[src/rat_cfg_pkg.sv]
`default_nettype none

package rat_cfg_pkg;

  // port counts
  localparam int NUM_READ = 3;
  localparam int NUM_NEW = 3;
  localparam int NUM_RET = 3;

  // table geometry, 2 tiles of 8 entries cover 16 registers
  localparam int TILE_SIZE = 8;
  localparam int NUM_TILES = 2;

  // fields of an architectural address
  localparam int ADDR_W = 5;
  localparam int ENTRY_W = 3;
  localparam int TILE_BIT = 3;
  localparam int DEP_BIT = 4;
  localparam int SLOT_W = 4;

  // bit 4 set means the low bits name a bundle slot instead of a register
  typedef logic [ADDR_W-1:0] arch_addr_t;

  // entry number within one tile
  typedef logic [ENTRY_W-1:0] entry_idx_t;

  // bundle slot index carried by each new slot
  typedef logic [SLOT_W-1:0] slot_idx_t;

endpackage

`default_nettype wire

[src/rat_data_pkg.sv]
`default_nettype none

package rat_data_pkg;

  // payload widths
  localparam int TAG_W = 9;
  localparam int FUNIT_W = 10;

  // ROB tag of the newest in-flight writer
  typedef logic [TAG_W-1:0] rob_tag_t;

  // functional unit that produces the value
  typedef logic [FUNIT_W-1:0] funit_t;

  // values held by an entry that has no writer in flight
  localparam rob_tag_t TAG_RESET = {TAG_W{1'b1}};
  localparam funit_t FUNIT_RESET = {1'b0, {(FUNIT_W - 1){1'b1}}};

endpackage

`default_nettype wire

[src/rat_entry.sv]
`timescale 1ns/1ps
`default_nettype none

module rat_entry #(
  parameter int INDEX = 0
) (
  input  wire                          clk,
  input  wire                          rst,
  input  wire rat_cfg_pkg::entry_idx_t new_addr_low [rat_cfg_pkg::NUM_NEW],
  input  wire                          new_wen [rat_cfg_pkg::NUM_NEW],
  input  wire rat_data_pkg::rob_tag_t  new_tag [rat_cfg_pkg::NUM_NEW],
  input  wire rat_data_pkg::funit_t    new_funit [rat_cfg_pkg::NUM_NEW],
  input  wire rat_data_pkg::rob_tag_t  ret_tag [rat_cfg_pkg::NUM_RET],
  input  wire                          ret_wen [rat_cfg_pkg::NUM_RET],
  input  wire                          retire_all,
  output rat_data_pkg::rob_tag_t       tag,
  output rat_data_pkg::funit_t         funit,
  output logic                         retired
);

  logic [rat_cfg_pkg::NUM_NEW-1:0] new_hit;
  logic [rat_cfg_pkg::NUM_RET-1:0] ret_hit;
  rat_data_pkg::rob_tag_t tag_d;
  rat_data_pkg::funit_t funit_d;

  // slots that rename this register in the current bundle
  always_comb
  begin
    tag_d = tag;
    funit_d = funit;
    for (int s = 0; s < rat_cfg_pkg::NUM_NEW; s++)
    begin
      new_hit[s] = new_wen[s] && (new_addr_low[s] == rat_cfg_pkg::entry_idx_t'(INDEX));
      if (new_hit[s])
      begin
        tag_d = new_tag[s];
        funit_d = new_funit[s];
      end
    end
  end

  // retire ports carrying the tag this entry waits on
  always_comb
  begin
    for (int p = 0; p < rat_cfg_pkg::NUM_RET; p++)
    begin
      ret_hit[p] = ret_wen[p] && (ret_tag[p] == tag);
    end
  end

  always_ff @(posedge clk)
  begin
    if (rst)
    begin
      tag <= rat_data_pkg::TAG_RESET;
      funit <= rat_data_pkg::FUNIT_RESET;
      retired <= 1'b1;
    end
    else
    begin
      if (|new_hit)
      begin
        tag <= tag_d;
        funit <= funit_d;
      end
      // flush wins, then a new writer beats the retirement of the old one
      if (retire_all)
        retired <= 1'b1;
      else if (|new_hit)
        retired <= 1'b0;
      else if (|ret_hit)
        retired <= 1'b1;
    end
  end

  // the issue logic never renames one register from two slots of a bundle
  a_one_writer: assert property (@(posedge clk) disable iff (rst) $onehot0(new_hit));

endmodule

`default_nettype wire

[src/rat_tile.sv]
`timescale 1ns/1ps
`default_nettype none

module rat_tile #(
  parameter int TILE = 0
) (
  input  wire                          clk,
  input  wire                          rst,
  input  wire                          read_clk_en,
  input  wire rat_cfg_pkg::arch_addr_t new_addr [rat_cfg_pkg::NUM_NEW],
  input  wire                          new_wen [rat_cfg_pkg::NUM_NEW],
  input  wire rat_data_pkg::rob_tag_t  new_tag [rat_cfg_pkg::NUM_NEW],
  input  wire rat_data_pkg::funit_t    new_funit [rat_cfg_pkg::NUM_NEW],
  input  wire rat_data_pkg::rob_tag_t  ret_tag [rat_cfg_pkg::NUM_RET],
  input  wire                          ret_wen [rat_cfg_pkg::NUM_RET],
  input  wire                          retire_all,
  input  wire rat_cfg_pkg::arch_addr_t read_addr_q [rat_cfg_pkg::NUM_READ],
  output rat_data_pkg::rob_tag_t       tile_tag [rat_cfg_pkg::NUM_READ],
  output rat_data_pkg::funit_t         tile_funit [rat_cfg_pkg::NUM_READ],
  output logic                         tile_retired [rat_cfg_pkg::NUM_READ]
);

  rat_cfg_pkg::entry_idx_t new_addr_low [rat_cfg_pkg::NUM_NEW];
  logic new_wen_tile [rat_cfg_pkg::NUM_NEW];

  wire rat_data_pkg::rob_tag_t entry_tag [rat_cfg_pkg::TILE_SIZE];
  wire rat_data_pkg::funit_t entry_funit [rat_cfg_pkg::TILE_SIZE];
  wire entry_retired [rat_cfg_pkg::TILE_SIZE];

  // a slot writes here only if its register lives in this tile
  always_comb
  begin
    for (int s = 0; s < rat_cfg_pkg::NUM_NEW; s++)
    begin
      new_addr_low[s] = new_addr[s][rat_cfg_pkg::ENTRY_W-1:0];
      new_wen_tile[s] = new_wen[s] && read_clk_en &&
                        (new_addr[s][rat_cfg_pkg::TILE_BIT] == 1'(TILE));
    end
  end

  for (genvar i = 0; i < rat_cfg_pkg::TILE_SIZE; i++)
  begin : g_entry
    rat_entry #(
      .INDEX(i)
    ) u_entry (
      .clk(clk),
      .rst(rst),
      .new_addr_low(new_addr_low),
      .new_wen(new_wen_tile),
      .new_tag(new_tag),
      .new_funit(new_funit),
      .ret_tag(ret_tag),
      .ret_wen(ret_wen),
      .retire_all(retire_all),
      .tag(entry_tag[i]),
      .funit(entry_funit[i]),
      .retired(entry_retired[i])
    );
  end

  // per port entry select, the read port picks the tile
  always_comb
  begin
    for (int p = 0; p < rat_cfg_pkg::NUM_READ; p++)
    begin
      tile_tag[p] = entry_tag[read_addr_q[p][rat_cfg_pkg::ENTRY_W-1:0]];
      tile_funit[p] = entry_funit[read_addr_q[p][rat_cfg_pkg::ENTRY_W-1:0]];
      tile_retired[p] = entry_retired[read_addr_q[p][rat_cfg_pkg::ENTRY_W-1:0]];
    end
  end

endmodule

`default_nettype wire

[src/rat_bypass.sv]
`timescale 1ns/1ps
`default_nettype none

module rat_bypass (
  input  wire rat_cfg_pkg::arch_addr_t read_addr_q,
  input  wire rat_cfg_pkg::slot_idx_t  new_slot_idx [rat_cfg_pkg::NUM_NEW],
  input  wire rat_data_pkg::rob_tag_t  new_tag [rat_cfg_pkg::NUM_NEW],
  input  wire rat_data_pkg::funit_t    new_funit [rat_cfg_pkg::NUM_NEW],
  output rat_data_pkg::rob_tag_t       dep_tag,
  output rat_data_pkg::funit_t         dep_funit,
  output logic                         is_dep
);

  rat_cfg_pkg::slot_idx_t want_slot;

  assign want_slot = read_addr_q[rat_cfg_pkg::SLOT_W-1:0];
  assign is_dep = read_addr_q[rat_cfg_pkg::DEP_BIT];

  // walk the slots downward so the lowest matching slot is kept
  always_comb
  begin
    dep_tag = '0;
    dep_funit = '0;
    for (int s = rat_cfg_pkg::NUM_NEW - 1; s >= 0; s--)
    begin
      if (new_slot_idx[s] == want_slot)
      begin
        dep_tag = new_tag[s];
        dep_funit = new_funit[s];
      end
    end
  end

endmodule

`default_nettype wire

[src/rat_read_port.sv]
`timescale 1ns/1ps
`default_nettype none

module rat_read_port (
  input  wire                          clk,
  input  wire                          rst,
  input  wire                          read_clk_en,
  input  wire rat_cfg_pkg::arch_addr_t read_addr,
  output rat_cfg_pkg::arch_addr_t      read_addr_q,
  input  wire rat_data_pkg::rob_tag_t  tile_tag [rat_cfg_pkg::NUM_TILES],
  input  wire rat_data_pkg::funit_t    tile_funit [rat_cfg_pkg::NUM_TILES],
  input  wire                          tile_retired [rat_cfg_pkg::NUM_TILES],
  input  wire rat_cfg_pkg::slot_idx_t  new_slot_idx [rat_cfg_pkg::NUM_NEW],
  input  wire rat_data_pkg::rob_tag_t  new_tag [rat_cfg_pkg::NUM_NEW],
  input  wire rat_data_pkg::funit_t    new_funit [rat_cfg_pkg::NUM_NEW],
  output rat_data_pkg::rob_tag_t       read_tag,
  output rat_data_pkg::funit_t         read_funit,
  output logic                         read_retired,
  output logic                         read_is_dep
);

  rat_data_pkg::rob_tag_t dep_tag;
  rat_data_pkg::funit_t dep_funit;
  logic is_dep;
  logic tile_sel;

  // held while the clock enable is low so the port keeps tracking one register
  always_ff @(posedge clk)
  begin
    if (rst)
      read_addr_q <= '0;
    else if (read_clk_en)
      read_addr_q <= read_addr;
  end

  rat_bypass u_bypass (
    .read_addr_q(read_addr_q),
    .new_slot_idx(new_slot_idx),
    .new_tag(new_tag),
    .new_funit(new_funit),
    .dep_tag(dep_tag),
    .dep_funit(dep_funit),
    .is_dep(is_dep)
  );

  assign tile_sel = read_addr_q[rat_cfg_pkg::TILE_BIT];
  assign read_is_dep = is_dep;

  // a producer in the same bundle has not even issued, so it is never retired
  always_comb
  begin
    if (is_dep)
    begin
      read_tag = dep_tag;
      read_funit = dep_funit;
      read_retired = 1'b0;
    end
    else
    begin
      read_tag = tile_tag[tile_sel];
      read_funit = tile_funit[tile_sel];
      read_retired = tile_retired[tile_sel];
    end
  end

  // a sampled address must be fully driven
  a_addr_known: assert property (@(posedge clk) disable iff (rst)
    read_clk_en |-> !$isunknown(read_addr));

endmodule

`default_nettype wire

[src/rat_top.sv]
`timescale 1ns/1ps
`default_nettype none

module rat_top (
  input  wire                          clk,
  input  wire                          rst,
  input  wire                          read_clk_en,
  input  wire rat_cfg_pkg::arch_addr_t read_addr [rat_cfg_pkg::NUM_READ],
  input  wire rat_cfg_pkg::arch_addr_t new_addr [rat_cfg_pkg::NUM_NEW],
  input  wire                          new_wen [rat_cfg_pkg::NUM_NEW],
  input  wire rat_data_pkg::rob_tag_t  new_tag [rat_cfg_pkg::NUM_NEW],
  input  wire rat_data_pkg::funit_t    new_funit [rat_cfg_pkg::NUM_NEW],
  input  wire rat_cfg_pkg::slot_idx_t  new_slot_idx [rat_cfg_pkg::NUM_NEW],
  input  wire rat_data_pkg::rob_tag_t  ret_tag [rat_cfg_pkg::NUM_RET],
  input  wire                          ret_wen [rat_cfg_pkg::NUM_RET],
  input  wire                          retire_all,
  output wire rat_data_pkg::rob_tag_t  read_tag [rat_cfg_pkg::NUM_READ],
  output wire rat_data_pkg::funit_t    read_funit [rat_cfg_pkg::NUM_READ],
  output wire                          read_retired [rat_cfg_pkg::NUM_READ],
  output wire                          read_is_dep [rat_cfg_pkg::NUM_READ]
);

  // registered addresses fan out from the read ports to every tile
  wire rat_cfg_pkg::arch_addr_t read_addr_q [rat_cfg_pkg::NUM_READ];

  // tile results, indexed tile first and port second
  wire rat_data_pkg::rob_tag_t tile_tag [rat_cfg_pkg::NUM_TILES][rat_cfg_pkg::NUM_READ];
  wire rat_data_pkg::funit_t tile_funit [rat_cfg_pkg::NUM_TILES][rat_cfg_pkg::NUM_READ];
  wire tile_retired [rat_cfg_pkg::NUM_TILES][rat_cfg_pkg::NUM_READ];

  for (genvar t = 0; t < rat_cfg_pkg::NUM_TILES; t++)
  begin : g_tile
    rat_tile #(
      .TILE(t)
    ) u_tile (
      .clk(clk),
      .rst(rst),
      .read_clk_en(read_clk_en),
      .new_addr(new_addr),
      .new_wen(new_wen),
      .new_tag(new_tag),
      .new_funit(new_funit),
      .ret_tag(ret_tag),
      .ret_wen(ret_wen),
      .retire_all(retire_all),
      .read_addr_q(read_addr_q),
      .tile_tag(tile_tag[t]),
      .tile_funit(tile_funit[t]),
      .tile_retired(tile_retired[t])
    );
  end

  for (genvar p = 0; p < rat_cfg_pkg::NUM_READ; p++)
  begin : g_port
    wire rat_data_pkg::rob_tag_t port_tag [rat_cfg_pkg::NUM_TILES];
    wire rat_data_pkg::funit_t port_funit [rat_cfg_pkg::NUM_TILES];
    wire port_retired [rat_cfg_pkg::NUM_TILES];

    // turn the tile-major results around for this port
    for (genvar t = 0; t < rat_cfg_pkg::NUM_TILES; t++)
    begin : g_pick
      assign port_tag[t] = tile_tag[t][p];
      assign port_funit[t] = tile_funit[t][p];
      assign port_retired[t] = tile_retired[t][p];
    end

    rat_read_port u_port (
      .clk(clk),
      .rst(rst),
      .read_clk_en(read_clk_en),
      .read_addr(read_addr[p]),
      .read_addr_q(read_addr_q[p]),
      .tile_tag(port_tag),
      .tile_funit(port_funit),
      .tile_retired(port_retired),
      .new_slot_idx(new_slot_idx),
      .new_tag(new_tag),
      .new_funit(new_funit),
      .read_tag(read_tag[p]),
      .read_funit(read_funit[p]),
      .read_retired(read_retired[p]),
      .read_is_dep(read_is_dep[p])
    );
  end

endmodule

`default_nettype wire

[config.mk]
export PLATFORM = sky130hd
export DESIGN_NAME = rat_top
export DESIGN_NICKNAME = d
export VERILOG_FILES = /design/src/rat_cfg_pkg.sv /design/src/rat_data_pkg.sv /design/src/rat_entry.sv /design/src/rat_tile.sv /design/src/rat_bypass.sv /design/src/rat_read_port.sv /design/src/rat_top.sv
export SDC_FILE = /design/constraint.sdc
export NUM_CORES = 2
export LEC_CHECK = 0
export BUFFER_PORTS_ARGS = -buffer_cell sky130_fd_sc_hd__buf_2
export CORE_MARGIN = 5
export CORE_UTILIZATION = 45
export DETAILED_ROUTE_END_ITERATION = 10
export GPL_TIMING_DRIVEN = 0
export PLACE_DENSITY_LB_ADDON = 0.15
export SKIP_CTS_REPAIR_TIMING = 1
export SYNTH_ARGS = -nofsm -noshare
export SYNTH_HDL_FRONTEND = slang
export SYNTH_SLANG_ARGS = --single-unit
[constraint.sdc]
create_clock -name clk -period 4.8 [get_ports clk]
set_input_delay 0.48 -clock clk [delete_from_list [all_inputs] [get_ports clk]]
set_output_delay 0.48 -clock clk [all_outputs]
set_load 0.05 [all_outputs]
* After elaboration in Yosys (flattened, before gate mapping)
Cells that the tools add are included.
Word-level totals: register bits after elaboration 335, word-level logic and storage cells 569, output and inout port bits 63
Cells by class: magnitude comparators 6, bitwise gates (word level) 9, equal/unequal tests 78, reductions and logical operators 189, muxes and demuxes 236
Operators with widths (count):
- two-way mux 10 bit | 81
- two-way mux 9 bit | 81
- equality test 9 bit | 48
- binary-select mux 10 bit (select 3 bit) | 6
- binary-select mux 9 bit (select 3 bit) | 6
- logical AND 1 bit | 105
- OR reduction 3 bit | 32
- two-way mux 1 bit | 56
- nonzero test 3 bit | 16
- equality test 3 bit (second input constant) | 12
- equality test 4 bit | 9
- AND reduction 2 bit | 16
- nonzero test 2 bit | 16
- binary-select mux 1 bit (select 3 bit) | 6
- equality test 3 x 2 -> 1 bit (second input constant) | 6
- >= comparator 4 bit (second input constant) | 3
- NOT 3 -> 4 bit | 3
- equality test 3 x 1 -> 1 bit (second input constant) | 3
- zero test 3 bit | 3
- >= comparator 2 bit (second input constant) | 3
- NOT 1 -> 2 bit | 3
- NOT 1 bit | 3
- OR reduction 2 bit | 1

* Depth between registers and ports, before layout
depth in word-level cells 8, depth in mapped cells 9, gate-level depth less buffers 5

* By module
A second synthesis with hierarchy kept.
Unflattened totals: cells, all modules 3384, area, all modules 35216.3 µm²
By module, submodules not included:
- rat_entry (g_tile[0].u_tile.g_entry[3].u_entry ...) | cells an instance 151, area each 1421.4 µm², instances 6, seq. area each 400.4 µm²
- rat_entry (g_tile[0].u_tile.g_entry[1].u_entry ...) | cells an instance 149, area each 1576.5 µm², instances 4, seq. area each 400.4 µm²
- rat_tile (g_tile[0].u_tile) | cells an instance 219, area each 4068.9 µm², instances 1, seq. area each 0.0 µm²
- rat_tile (g_tile[1].u_tile) | cells an instance 216, area each 4065.1 µm², instances 1, seq. area each 0.0 µm²
- rat_entry (g_tile[0].u_tile.g_entry[0].u_entry ...) | cells an instance 149, area each 1481.4 µm², instances 2, seq. area each 400.4 µm²
- rat_entry (g_tile[0].u_tile.g_entry[4].u_entry ...) | cells an instance 149, area each 1468.9 µm², instances 2, seq. area each 400.4 µm²
- rat_entry (g_tile[0].u_tile.g_entry[7].u_entry ...) | cells an instance 151, area each 1377.6 µm², instances 2, seq. area each 400.4 µm²
- rat_read_port | cells an instance 82, area each 616.8 µm², instances 3, seq. area each 100.1 µm²
- rat_bypass | cells an instance 101, area each 580.6 µm², instances 3, seq. area each 0.0 µm²

* Worst setup path before layout
No wires, ideal clock.
path type flip-flop to output port, start register g_port[2].u_port.read_addr_q[2], end output port read_funit[0] in the netlist's numbering, cell stages (with the launch flop) 8, slack 1.555 ns, path buffers 2, data arrival time 2.765 ns, data required time 4.320 ns, cells stage by stage dfxtp_1 > buf_2 > xnor2_1 > nand4_1 > nor2_1 > clkbuf_1 > a221oi_1 > o21ai_0
RTL lines:
- start, declared | RTL line rat_read_port.sv:9 | output rat_cfg_pkg::arch_addr_t read_addr_q,
- start signal, assigned | RTL line rat_read_port.sv:33 | read_addr_q <= read_addr;
- end, declared | RTL line rat_top.sv:18 | output wire rat_data_pkg::funit_t read_funit [rat_cfg_pkg::NUM_READ],

==> run_results.csv <==
group,metric,value,unit
timing,setup_viol,4,
grt,grt_pass1_wl,244000,um
synth,ys_top_cells_by_area,"dfxtp_1, mux4_2, xor2_1",
placed_design,port_buffers,105,
pwr,fin_total_pwr,9050,uW
critical_path,cp-end-kind,"primary output",
grt,grt-ovfl-total,0,
synth,synth.distinct_cells,44,
timing,timing.final.ws_setup,-0.146,ns
pwr,power_frac_clock,0.379,
timing,skew,0.0233,ns
run,cap_violations,0,
timing,fin_setup_tns,-0.327,ns
pwr,swShare,0.379,
clock_network,cts_tree,"yes",
synth,ys_seq_area_frac,0.206,
synth,syn_area,0.0325,mm^2
floorplan,die_area,0.0777,mm^2
pwr,internal_power,5620,uW
final_layout,area_growth_syn_to_layout,9.78,%
critical_path,required,4.32,ns
timing,tightest_slew,1.36,ns
critical_path,path_class,"flop to primary output",
clock_network,max-clock-path-buffers,3,
critical_path,crit_fanout,10,
pwr,power_density,254,mW/mm^2
timing,layout_min_cycle_time,4.95,ns
clock_network,cts_root_buf,"clkbuf_16",
final_layout,fill_cells,7065,
synth,yosysTopAreaCell,"dfxtp_1",
floorplan,ios,199,
drt,drc,0,
floorplan,core,0.0716,mm^2
clock_network,clock-sinks,335,
synth,syn_avg_cell_area,8.92,um^2
timing,hold_viol_final,0,
floorplan,rows,98,
min_path,holdCritPathClass,"primary input to flop",
pwr,ir_drop,257,uV
synth,yosysWarnings,0,
grt,grt_pass1_vias,32300,
grt,antenna_found_initial,7,
synth,synth_nets,3779,
timing,timing.final.max_slew_violations,0,
drt,wire_per_inst,37.1,um
drt,dr.pass1.iters,7,
clock_network,path_clk_slew,0.06,ns
synth,synth_most_common_cell,"xor2_1",
synth,synth_common_cells,"xor2_1, nor2_1, clkbuf_1",
synth,synth_top_area_frac,0.206,
timing,fmax,0.202,GHz
floorplan,die_x,279,um
floorplan,die_h,279,um
drt,post_drt_via_cell_ratio,7.24,
drt,drtIter0Drc,6155,
pwr,power_frac_seq,0.329,
timing,period_share,1.03,
placed_design,dp.final_hpwl,138000,um
clock_network,clock_latency,0.62,ns
timing,rsz0062_at_grt,"false",
drt,wl,177000,um
clock_network,htreeDepth,2,
final_layout,drive_above_1_share,0.159,
timing,max-slew-margin-rel,0.0866,
placed_design,gp_congestion,1.15,
synth,async_reset_ff_frac,0,
run_status,status,"finished, violations left",
synth,synth_cells,3643,
synth,synth_edf_count,0,
drt,drtAntennaViolNets,0,
final_layout,nets,3931,
synth,ys_seq_elements,335,
critical_path,arrival,4.47,ns
floorplan,start_util,0.454,
clock_network,cts_buffers,43,
drt,vias,34600,
synth,ys.flop_type,"dfxtp_1",
pwr,p_comb_frac,0.292,
pwr,p_leak,0.0115,uW
run_status,violations,"setup timing",
critical_path,start_kind,"flop",
pwr,p_switching,3430,uW
grt,grt_max_degree,14,
grt,groute.usage.overall,0.433,
## sequential cells by signal (all words and copies together), names as in the netlist
name	cells
g_tile.u_tile.g_entry.u_entry.retired	16
g_port.u_port.read_addr_q	15
g_tile.u_tile.g_entry.u_entry.funit	160
g_tile.u_tile.g_entry.u_entry.tag	144
## critical path: stages (launching register included)
cell      delay [ns]
dfxtp_1         0.50
buf_2           0.51
xnor2_1         0.19
and4_1          0.21
clkbuf_1        0.62
clkbuf_1        0.70
a221oi_1        0.12
o21ai_0         0.58
buf_2           0.38
## cell usage in the layout, fill, tap and decap left out, types with 62 or more instances in the layout
cell / n
xnor2_1: 72
nor2_1: 342
buf_2: 238
a22oi_1: 114
dfxtp_1: 335
buf_1: 144
clkbuf_1: 345
a211o_1: 284
a221oi_1: 62
nor4_1: 99
mux2i_1: 281
xor2_1: 396
a21o_1: 73
mux4_2: 243
o21ai_0: 130
nand2_1: 108
a211oi_1: 253
## cells by family (layout without fill, tap and decap cells)
kind of cell	count (synthesis)	after routing	synth area share
compound gates	1016	1016	0.238
other cells	0	2	0
mux	524	524	0.255
buf+inv	645	826	0.0829
xor+xnor	468	468	0.126
simple gates	655	655	0.0920
flops	335	335	0.206
## per-stage QoR
step	area [um^2]	instances	utilization	hold slack, ns	setup slack [ns]
after CTS	35600	4772	0.498	0.0903	0.0255
final	35700	4776	0.498	0.0906	-0.146
after global placement	34200	4698	0.478	0.474	0.650
after global routing	35700	4774	0.498	0.116	0.0264
after detailed placement	34200	4698	0.478	0.475	0.673
after floorplan	32500	3643	-	0.448	1.56
## power groups by stage
stage | clock (uW) | sequential (uW) | combinational (uW)
2_1_floorplan | 0 | 2980 | 1690
3_3_place_gp | 0 | 3030 | 2490
3_5_place_dp | 0 | 3030 | 2510
4_1_cts | 3410 | 2970 | 2520
5_1_grt | 3510 | 2980 | 2700
6_report | 3430 | 2980 | 2640
## metal layers
layer  track usage  vias up  part of all wire
li1              -    14000                 -
met1         0.515    16600              0.34
met2         0.634     3068              0.41
met3         0.126      964              0.12
met4         0.389        4              0.12
met5             0        -           0.00013
## worst paths after layout
| check | startpoint | end | slack (ns) | cells past startpoint |
|---|---|---|---|---|
| worst min register to register | g_tile[1].u_tile.g_entry[4].u_entry.funit[9] | g_tile[1].u_tile.g_entry[4].u_entry.funit[9] | 0.49 | 2 |
| worst max-delay path | g_port[2].u_port.read_addr_q[2] | read_tag[4] | -0.15 | 8 |
| worst max register to register | g_tile[1].u_tile.g_entry[1].u_entry.tag[7] | g_tile[1].u_tile.g_entry[1].u_entry.retired | 2.55 | 6 |
| worst min-delay path | read_addr[1] | g_port[2].u_port.read_addr_q[1] | 0.09 | 3 |
## cell type report
class | instances | area, um^2 | share of cell area
multi-input combinational | 2663 | 23100 | 0.648
sequential | 335 | 6710 | 0.188
buffer | 644 | 2690 | 0.0754
tap | 950 | 1190 | 0.0333
clock buffer | 52 | 1150 | 0.0322
timing repair buffer | 107 | 551 | 0.0154
clock inverter | 22 | 268 | 0.00750
antenna | 2 | 5.00 | 0.000140
inverter | 1 | 3.75 | 0.000105
No activity file was read; power rests on OpenSTA's default activity.
